$ cat src/rtl/f2_bus_pkg.sv
`default_nettype none

package f2_bus_pkg;

    ////////////////////////////////////////////////////////////
    // Widths and memory map

    localparam int CPU_ADDR_W = 24;
    localparam int SDR_ADDR_W = 27;

    // CPU side, byte addresses
    localparam logic [CPU_ADDR_W-1:0] ROM_BASE  = 24'h000000;
    localparam logic [CPU_ADDR_W-1:0] ROM_SIZE  = 24'h100000;
    localparam logic [CPU_ADDR_W-1:0] WORK_BASE = 24'h100000;
    localparam logic [CPU_ADDR_W-1:0] WORK_SIZE = 24'h010000;
    localparam logic [CPU_ADDR_W-1:0] IO_BASE   = 24'h300000;
    localparam logic [CPU_ADDR_W-1:0] IO_SIZE   = 24'h000010;

    // Where the CPU regions sit in SDRAM
    localparam logic [SDR_ADDR_W-1:0] CPU_ROM_SDR_BASE  = 27'h0000000;
    localparam logic [SDR_ADDR_W-1:0] WORK_RAM_SDR_BASE = 27'h0100000;

    ////////////////////////////////////////////////////////////
    // Interrupts

    localparam logic [2:0] IRQ_LEVEL_VBL = 3'd5;
    localparam logic [2:0] IRQ_LEVEL_DMA = 3'd6;

    // CPU space, used for interrupt acknowledge
    localparam logic [2:0] FC_IACK = 3'b111;

    ////////////////////////////////////////////////////////////
    // Bus types

    typedef struct packed {
        logic [CPU_ADDR_W-1:0] addr;   // bit 0 always zero
        logic [1:0]            ds_n;   // {uds_n, lds_n}
        logic                  rw;     // 1 = read
        logic [2:0]            fc;
        logic [15:0]           wdata;
    } cpu_bus_t;

    typedef struct packed {
        logic rom;
        logic work;
        logic io;
        logic none;
    } region_t;

    typedef struct packed {
        logic [SDR_ADDR_W-1:0] addr;
        logic [15:0]           data;
        logic [1:0]            be;
        logic                  rw;
        logic                  req;    // toggles once per request
    } sdr_req_t;

    typedef struct packed {
        logic [7:0] joystick_p1;
        logic [7:0] joystick_p2;
        logic [1:0] start;
        logic [1:0] coin;
        logic [7:0] dswa;
        logic [7:0] dswb;
    } player_inputs_t;

endpackage

`default_nettype wire

$ cat src/rtl/cpu_addr_decode.sv
`timescale 1ns/10ps
`default_nettype none

module cpu_addr_decode (
    input  wire                       clk,
    input  wire                       reset,
    input  wire f2_bus_pkg::cpu_bus_t cpu,
    output f2_bus_pkg::region_t       region,
    output logic                      cycle_start,
    output logic                      irq_ack,
    output logic [2:0]                irq_ack_level
);
    import f2_bus_pkg::*;

    logic ds_idle_q;
    logic strobe;
    logic cpu_space;

    // Offset wraps for addresses below the base
    function automatic logic in_range(
        input logic [CPU_ADDR_W-1:0] addr,
        input logic [CPU_ADDR_W-1:0] base,
        input logic [CPU_ADDR_W-1:0] size
    );
        logic [CPU_ADDR_W-1:0] offset;
        offset = addr - base;
        return offset < size;
    endfunction

    assign strobe    = ~&cpu.ds_n;
    assign cpu_space = cpu.fc == FC_IACK;

    ////////////////////////////////////////////////////////////
    // Region select

    always_comb begin
        region = '0;
        if (cpu_space) begin
            region.none = 1'b1;
        end else if (in_range(cpu.addr, ROM_BASE, ROM_SIZE)) begin
            region.rom = 1'b1;
        end else if (in_range(cpu.addr, WORK_BASE, WORK_SIZE)) begin
            region.work = 1'b1;
        end else if (in_range(cpu.addr, IO_BASE, IO_SIZE)) begin
            region.io = 1'b1;
        end else begin
            region.none = 1'b1;
        end
    end

    ////////////////////////////////////////////////////////////
    // Cycle start

    always_ff @(posedge clk) begin
        if (reset) begin
            ds_idle_q <= 1'b1;
        end else begin
            ds_idle_q <= ~strobe;
        end
    end

    // First edge with a strobe low after both were high
    assign cycle_start = ds_idle_q & strobe;

    // Acknowledged level sits on A3..A1
    assign irq_ack       = cpu_space & ~cpu.ds_n[0];
    assign irq_ack_level = cpu.addr[3:1];

endmodule

`default_nettype wire

$ cat src/rtl/cpu_read_mux.sv
`timescale 1ns/10ps
`default_nettype none

module cpu_read_mux (
    input  wire f2_bus_pkg::cpu_bus_t       cpu,
    input  wire f2_bus_pkg::region_t        region,
    input  wire f2_bus_pkg::player_inputs_t inputs,
    input  wire [15:0]                      sdr_q,
    input  wire                             sdr_busy,
    output logic [15:0]                     rdata,
    output logic                            dtack_n
);
    logic [7:0] p1_byte;
    logic [7:0] p2_byte;
    logic [7:0] io_byte;
    logic       strobe;
    logic       sdr_region;

    // Player port wiring, directions reversed
    assign p1_byte = {inputs.start[0], inputs.joystick_p1[6:4],
                      inputs.joystick_p1[0], inputs.joystick_p1[1],
                      inputs.joystick_p1[2], inputs.joystick_p1[3]};
    assign p2_byte = {inputs.start[1], inputs.joystick_p2[6:4],
                      inputs.joystick_p2[0], inputs.joystick_p2[1],
                      inputs.joystick_p2[2], inputs.joystick_p2[3]};

    // Active high here, inverted on the way out
    always_comb begin
        case (cpu.addr[3:1])
            3'd0:    io_byte = inputs.dswa;
            3'd1:    io_byte = inputs.dswb;
            3'd2:    io_byte = p1_byte;
            3'd3:    io_byte = p2_byte;
            3'd4:    io_byte = {4'b0000, inputs.coin, 2'b00};
            default: io_byte = 8'h00;
        endcase
    end

    assign sdr_region = region.rom | region.work;

    always_comb begin
        if (sdr_region) begin
            rdata = sdr_q;
        end else if (region.io) begin
            rdata = {8'h00, ~io_byte};
        end else begin
            rdata = 16'h0000;
        end
    end

    ////////////////////////////////////////////////////////////
    // Data acknowledge

    assign strobe  = ~&cpu.ds_n;
    assign dtack_n = ~(strobe & (~sdr_region | ~sdr_busy));

endmodule

`default_nettype wire

$ cat src/rtl/f2_bus_controller.sv
`timescale 1ns/10ps
`default_nettype none

module f2_bus_controller (
    input  wire                             clk,
    input  wire                             reset,
    input  wire f2_bus_pkg::cpu_bus_t       cpu,
    input  wire f2_bus_pkg::player_inputs_t inputs,
    input  wire                             vblank_n,
    input  wire                             dma_n,
    output f2_bus_pkg::sdr_req_t            sdr,
    input  wire [15:0]                      sdr_q,
    input  wire                             sdr_ack,
    output logic [15:0]                     cpu_rdata,
    output logic                            dtack_n,
    output logic [2:0]                      ipl_n
);
    import f2_bus_pkg::*;

    region_t    region;
    logic       cycle_start;
    logic       irq_ack;
    logic [2:0] irq_ack_level;
    logic       sdr_busy;

    cpu_addr_decode cpu_addr_decode_inst (
        .clk           (clk),
        .reset         (reset),
        .cpu           (cpu),
        .region        (region),
        .cycle_start   (cycle_start),
        .irq_ack       (irq_ack),
        .irq_ack_level (irq_ack_level)
    );

    sdram_cpu_bridge sdram_cpu_bridge_inst (
        .clk         (clk),
        .reset       (reset),
        .cpu         (cpu),
        .region      (region),
        .cycle_start (cycle_start),
        .sdr         (sdr),
        .sdr_ack     (sdr_ack),
        .sdr_busy    (sdr_busy)
    );

    irq_controller irq_controller_inst (
        .clk           (clk),
        .reset         (reset),
        .vblank_n      (vblank_n),
        .dma_n         (dma_n),
        .irq_ack       (irq_ack),
        .irq_ack_level (irq_ack_level),
        .ipl_n         (ipl_n)
    );

    cpu_read_mux cpu_read_mux_inst (
        .cpu      (cpu),
        .region   (region),
        .inputs   (inputs),
        .sdr_q    (sdr_q),
        .sdr_busy (sdr_busy),
        .rdata    (cpu_rdata),
        .dtack_n  (dtack_n)
    );

endmodule

`default_nettype wire

$ cat src/rtl/irq_controller.sv
`timescale 1ns/10ps
`default_nettype none

module irq_controller (
    input  wire        clk,
    input  wire        reset,
    input  wire        vblank_n,
    input  wire        dma_n,
    input  wire        irq_ack,
    input  wire  [2:0] irq_ack_level,
    output logic [2:0] ipl_n
);
    import f2_bus_pkg::*;

    logic vbl_prev;
    logic dma_prev;
    logic vbl_event;
    logic dma_event;
    logic vbl_clear;
    logic dma_clear;
    logic vbl_pending;
    logic dma_pending;

    always_ff @(posedge clk) begin
        vbl_prev <= vblank_n;
        dma_prev <= dma_n;
    end

    // Falling vblank, rising DMA
    assign vbl_event = vbl_prev & ~vblank_n;
    assign dma_event = ~dma_prev & dma_n;

    assign vbl_clear = irq_ack & (irq_ack_level == IRQ_LEVEL_VBL);
    assign dma_clear = irq_ack & (irq_ack_level == IRQ_LEVEL_DMA);

    ////////////////////////////////////////////////////////////
    // Pending requests, clear beats set

    always_ff @(posedge clk) begin
        if (reset) begin
            vbl_pending <= 1'b0;
            dma_pending <= 1'b0;
        end else begin
            if (vbl_clear) begin
                vbl_pending <= 1'b0;
            end else if (vbl_event) begin
                vbl_pending <= 1'b1;
            end
            if (dma_clear) begin
                dma_pending <= 1'b0;
            end else if (dma_event) begin
                dma_pending <= 1'b1;
            end
        end
    end

    // DMA outranks vblank
    always_comb begin
        if (dma_pending) begin
            ipl_n = ~IRQ_LEVEL_DMA;
        end else if (vbl_pending) begin
            ipl_n = ~IRQ_LEVEL_VBL;
        end else begin
            ipl_n = 3'b111;
        end
    end

endmodule

`default_nettype wire

$ cat src/rtl/sdram_cpu_bridge.sv
`timescale 1ns/10ps
`default_nettype none

module sdram_cpu_bridge (
    input  wire                       clk,
    input  wire                       reset,
    input  wire f2_bus_pkg::cpu_bus_t cpu,
    input  wire f2_bus_pkg::region_t  region,
    input  wire                       cycle_start,
    output f2_bus_pkg::sdr_req_t      sdr,
    input  wire                       sdr_ack,
    output logic                      sdr_busy
);
    import f2_bus_pkg::*;

    logic                  sdr_region;
    logic                  issue_q;
    logic                  req_q;
    logic [SDR_ADDR_W-1:0] next_addr;
    logic [SDR_ADDR_W-1:0] addr_q;
    logic [15:0]           data_q;
    logic [1:0]            be_q;
    logic                  rw_q;

    assign sdr_region = region.rom | region.work;

    // SDRAM byte address from the region base
    always_comb begin
        if (region.rom) begin
            next_addr = CPU_ROM_SDR_BASE
                      + {{(SDR_ADDR_W - CPU_ADDR_W){1'b0}}, cpu.addr};
        end else begin
            next_addr = WORK_RAM_SDR_BASE
                      + {{(SDR_ADDR_W - 16){1'b0}}, cpu.addr[15:0]};
        end
    end

    ////////////////////////////////////////////////////////////
    // Toggle request

    always_ff @(posedge clk) begin
        if (reset) begin
            issue_q <= 1'b0;
            req_q   <= 1'b0;
        end else begin
            issue_q <= cycle_start & sdr_region;
            if (issue_q) begin
                req_q <= ~req_q;
            end
        end
    end

    // Payload moves with the toggle and holds until the next one
    always_ff @(posedge clk) begin
        if (issue_q) begin
            addr_q <= next_addr;
            data_q <= cpu.wdata;
            be_q   <= ~cpu.ds_n;
            // ROM is read only
            rw_q   <= region.rom | cpu.rw;
        end
    end

    assign sdr = '{
        addr: addr_q,
        data: data_q,
        be:   be_q,
        rw:   rw_q,
        req:  req_q
    };

    // About to issue, or issued and not yet answered
    assign sdr_busy = (cycle_start & sdr_region) | issue_q | (req_q != sdr_ack);

endmodule

`default_nettype wire

$ cat config.mk
export PLATFORM = sky130hd
export DESIGN_NAME = f2_bus_controller
export DESIGN_NICKNAME = d
export VERILOG_FILES = /design/src/rtl/f2_bus_pkg.sv /design/src/rtl/cpu_addr_decode.sv /design/src/rtl/cpu_read_mux.sv /design/src/rtl/f2_bus_controller.sv /design/src/rtl/irq_controller.sv /design/src/rtl/sdram_cpu_bridge.sv
export SDC_FILE = /design/constraint.sdc
export NUM_CORES = 1
export LEC_CHECK = 0
export ABC_AREA = 0
export CORE_AREA = 2 2 66 68
export DETAILED_ROUTE_END_ITERATION = 10
export DIE_AREA = 0 0 68 70
export DONT_BUFFER_PORTS = 1
export PLACE_DENSITY = 0.72
export SLEW_MARGIN = 20
export SYNTH_ARGS = -nofsm -noshare
export SYNTH_HDL_FRONTEND = slang
export SYNTH_HIERARCHICAL = 1
export SYNTH_SLANG_ARGS = --single-unit
$ cat constraint.sdc
create_clock -name clk -period 2.2 [get_ports clk]
set_input_delay 0 -clock clk [delete_from_list [all_inputs] [get_ports clk]]
set_output_delay 0 -clock clk [all_outputs]
set_load 0.02 [all_outputs]
# After elaboration in Yosys (flattened, before gate mapping)
# Cells that the tools add are included.
dict set report word_totals {
  reg_bits 53
  output_inout_bits 67
  elab_cells 66
}
dict set report classes {
  bitwise_logic 22
  n_reduce_logical 5
  eq_ne 8
  mux 13
  addsub 3
  magnitude_cmp 3
}
# cell n
set op_table {}
lappend op_table {{8-bit case mux with 5 select lines} 1}
lappend op_table {{24-bit by 17-bit less-than comparator with 1-bit output (second input constant)} 1}
lappend op_table {{24-bit by 21-bit less-than comparator with 1-bit output (second input constant)} 1}
lappend op_table {{24-bit by 5-bit less-than comparator with 1-bit output (second input constant)} 1}
lappend op_table {{24-bit two-way mux} 1}
lappend op_table {{24-bit by 21-bit subtractor with 24-bit output (second input constant)} 1}
lappend op_table {{24-bit by 22-bit subtractor with 24-bit output (second input constant)} 1}
lappend op_table {{21-bit by 16-bit adder with 22-bit output (first input constant)} 1}
lappend op_table {{16-bit two-way mux} 1}
lappend op_table {{3-bit equality test (second input constant)} 4}
lappend op_table {{3-bit two-way mux} 4}
lappend op_table {{1-bit AND} 8}
lappend op_table {{8-bit two-way mux} 1}
lappend op_table {{8-bit inverter} 1}
lappend op_table {{1-bit inverter} 7}
lappend op_table {{3-bit by 2-bit equality test with 1-bit output (second input constant)} 2}
lappend op_table {{1-bit OR} 5}
lappend op_table {{1-bit two-way mux} 4}
lappend op_table {{2-bit OR reduction} 2}
lappend op_table {{3-bit by 1-bit equality test with 1-bit output (second input constant)} 1}
lappend op_table {{3-bit zero test} 1}
lappend op_table {{2-bit two-way mux} 1}
lappend op_table {{2-bit inverter} 1}
lappend op_table {{2-bit AND reduction} 1}
lappend op_table {{other kinds (2)} 2}

# Logic depth before layout (Yosys ltp)
dict set report logic_depth {
  word_depth 14
  mapped_depth 7
  ltp_nobuf 7
}

# Modules after synthesis
# Netlist, hierarchy kept.
# module seq_area_each_um2 n_inst cells_per_inst area_each_um2
set by_module_without_submodules {}
lappend by_module_without_submodules {sdram_cpu_bridge 1331.3 1 68 1488.9}
lappend by_module_without_submodules {cpu_read_mux 0.0 1 71 484.2}
lappend by_module_without_submodules {cpu_addr_decode 20.0 1 22 167.7}
lappend by_module_without_submodules {irq_controller 80.1 1 14 142.6}

# Least setup slack after synthesis
# Ideal clock, no wire load.
dict set report synth_path {
  kind {in2out}
  startpoint {input cpu[40] (netlist bit)}
  endpoint {output cpu_rdata[2]}
  setup_slack_ps 164
  stages 7
  n_path_buf 2
  required_time_ps 2200
  t_arrival_ps 2036
  cell_sequence {or4_4 -> or4b_4 -> nor2_1 -> or2_1 -> clkbuf_1 -> clkbuf_1 -> a32o_1}
}
# element line
set synth_rtl {}
lappend synth_rtl {{start: declaration} f2_bus_controller.sv:7} ;# input wire f2_bus_pkg::cpu_bus_t cpu,
lappend synth_rtl {{end: declaration} f2_bus_controller.sv:14} ;# output logic [15:0] cpu_rdata,

==> results.toml <==
[pwr]
seq_power_share_pct = 61.5
power.combinational.fraction_pct = 9.8
powerDensity_nw_per_um2 = 602
power_frac_clock_pct = 28.6
vdd_ir_drop_max_mv = 0.267
sw_frac_of_total_pct = 20.5
internal_power_uw = 1360
leakagePower_uw = 0.000986
power.switching_uw = 351

[placed_design]
detailed_place_hpwl_mm = 4.18
placed_cells_incl_taps = 215
placement.io_buffers = 0
pre_cts_ws_ns = 0.221
globalplace.congestion = 0.754

[global_route]
grt_first_pass_wirelength_mm = 8.69
globalRoute.totalOverflow = 0
grt_start_max_net_pins = 38
grt_pass1_vias = 1705
global_route.usage.total_pct = 25.3
initial_antenna_violation_count = 0

[drt]
firstDrtPassIters = 4
route.detailed.drc = 0
antenna_violating_nets_post_route = 0
route.vias.total = 1605
vias_per_cell = 5.88
post_drt_wl_per_cell_um = 22.3
drt_iter0_drc = 171
postRouteWirelength_mm = 6.09

[layout]
post-route-util_pct = 68.5
design.final.nets = 323
multi_input_area_um2 = 712
fillCellCount = 292
num_antenna_cells = 0
area_growth_syn_to_layout_pct = 25.5
area_occupied_by_registers_um2 = 1430
layout-drive-gt1-share_pct = 13.6
final_cells = 273

[critical_path]
critical_path.endpoint_type = "output port"
critical_path.max_fanout = 8
regToRegEndpoint = "sdram_cpu_bridge_inst/issue_q"
critical_path_rt_ns = 2.20
startpoint_type = "input port"
criticalPathCategory = "in -> out"
timing.critical_path.arrival_ns = 1.98
startpoint_of_the_worst_register_to_register_path = "cpu_addr_decode_inst/ds_idle_q"
ff2ff_setup_slack_ns = 0.80
slowest_stage = "sky130_fd_sc_hd__or4_4"
worst_r2r_path_depth = 4
max_stage_delay_ns = 0.51
crit_path_cell_trace = "or4_4 > or4b_4 > nor3_1 > nand2_4 > a21oi_1 > a32o_1"

[timing]
timing.hold.ws_ns = 0.0681
final_critical_path_required_period_ns = 1.98
timing.final.setup_violations = 0
rsz_0062_raised_after_global_routing = "no"
timing.final.ws_setup_ns = 0.224
fin_tns_setup_ns = 0
max_freq_mhz = 506
layout_worst_path_cycle_share_pct = 89.8
timing_hold_violations_final = 0
worst_clock_skew_ns = 0.00811
slew_viol_final = 0

[synth]
mappedNetlistArea_um2 = 2260
yosys_warnings = 6
syn_avg_cell_area_um2 = 13.1
synth_cells = 173

[clock_network]
tritoncts = "yes"
cts.htree.levels = 2
cts.root.buffer_cell = "sky130_fd_sc_hd__clkbuf_8"
clk_pin_slew_worst_paths_ns = 0.08
clk_sink_count = 50
numCtsBuffers = 5
cts_max_path_buffers = 2
clock_latency_at_the_later_pin_of_the_worst_skew_pair_ns = 0.30
cts_setup_buffers = 0

[hold_path]
hold-path-cell-count = 3
hold_path_startpoint = "cpu[44]"
min_path_type = "in -> reg"
holdPathEnd = "sdram_cpu_bridge_inst/addr_q[20]"

[die]
io-pin-count = 170
die_width_um = 68
std_cell_rows = 24
dieHeight_um = 70
initial_utilization_pct = 54.6
die_area_um2 = 4760
design.core.area_um2 = 4140

[run_status]
run_status = "finished, final reports clean"

[flow_run]
drv.max_cap_violation_count = 0
layer usage:
metal  GRT usage (%)  routed length [µm]
met3            6.28                 606
met5               0                   0
met2            47.8                3290
met1            24.4                1970
met4            11.3                 214
stage by stage:
step	power (µW)	instance area (µm²)
finish	1710	2840
global placement	1160	2260
detailed placement	1170	2260
CTS	1710	2840
floorplan	1170	2270
global route	1770	2840
how the worst max path moves through the flow:
stage / from / end / slack (ns) / depth (start not counted)
2_1_floorplan: cpu[40] / cpu_rdata[2] / 0.19 / 7
3_3_place_gp: cpu[40] / cpu_rdata[2] / 0.28 / 6
3_5_place_dp: cpu[40] / cpu_rdata[2] / 0.22 / 6
4_1_cts: cpu[40] / cpu_rdata[2] / 0.22 / 6
5_1_grt: cpu[40] / cpu_rdata[2] / 0.12 / 6
6_report: cpu[40] / cpu_rdata[2] / 0.22 / 6
final cells by class:
type                    count  area share [%]
well taps                  52            2.29
inverters                   4           0.529
clock inverters             1           0.132
multi-input cells         106            25.1
repair buffers             53            18.9
flip-flops and latches     50            50.4
clock buffers               7            2.69
cells in the final DEF, fill, tap and decap left out, types with 2 or more instances in the layout:
cell type	n
sky130_fd_sc_hd__clkbuf_1	2
sky130_fd_sc_hd__nand3_1	4
sky130_fd_sc_hd__a32o_1	2
sky130_fd_sc_hd__nand2_1	8
sky130_fd_sc_hd__clkbuf_8	5
sky130_fd_sc_hd__o21ai_0	2
sky130_fd_sc_hd__nor2_1	6
sky130_fd_sc_hd__nand2b_1	5
sky130_fd_sc_hd__edfxtp_1	43
sky130_fd_sc_hd__and2_2	7
sky130_fd_sc_hd__dlygate4sd3_1	50
sky130_fd_sc_hd__conb_1	3
sky130_fd_sc_hd__dfxtp_1	6
sky130_fd_sc_hd__a211oi_1	2
sky130_fd_sc_hd__or2_1	2
sky130_fd_sc_hd__buf_4	2
sky130_fd_sc_hd__mux2_1	2
sky130_fd_sc_hd__and4b_1	2
sky130_fd_sc_hd__xnor2_1	2
sky130_fd_sc_hd__o21ai_1	6
sky130_fd_sc_hd__a21oi_1	16
sky130_fd_sc_hd__and2_1	8
sky130_fd_sc_hd__inv_1	4
sky130_fd_sc_hd__nor3_1	2
sky130_fd_sc_hd__mux2_2	6
sky130_fd_sc_hd__nor4_1	2
sky130_fd_sc_hd__a22o_1	7
sequential cells by signal, indices dropped and copies added, names as in the netlist:
signal and cells:
sdram_cpu_bridge_inst/be_q 2, sdram_cpu_bridge_inst/data_q 16, sdram_cpu_bridge_inst/req_q 1, cpu_addr_decode_inst/ds_idle_q 1, irq_controller_inst/dma_prev 1, irq_controller_inst/dma_pending 1, irq_controller_inst/vbl_pending 1, irq_controller_inst/vbl_prev 1
sdram_cpu_bridge_inst/rw_q 1, sdram_cpu_bridge_inst/addr_q 24, sdram_cpu_bridge_inst/issue_q 1
power by group through the flow:
stage	registers (µW)	logic [µW]	clock network (µW)
final	1050	168	489
after global routing	1050	180	537
after CTS	1050	166	497
after detailed placement	1070	93.4	0
after global placement	1070	90.3	0
after floorplan	1070	99.6	0
critical path: cells and delay by family:
kind / cells / cell delay (ns)
AO/OA/AOI/OAI: 2 / 0.50
AND/OR/NAND/NOR: 4 / 1.48
what timing repair did:
item / CTS / global route
endpoints found under the hold margin: 50 / 0
gates resized for setup: 0 / 0
hold buffers: 50 / 0
Note: power is estimated with default switching activity, not from simulation.
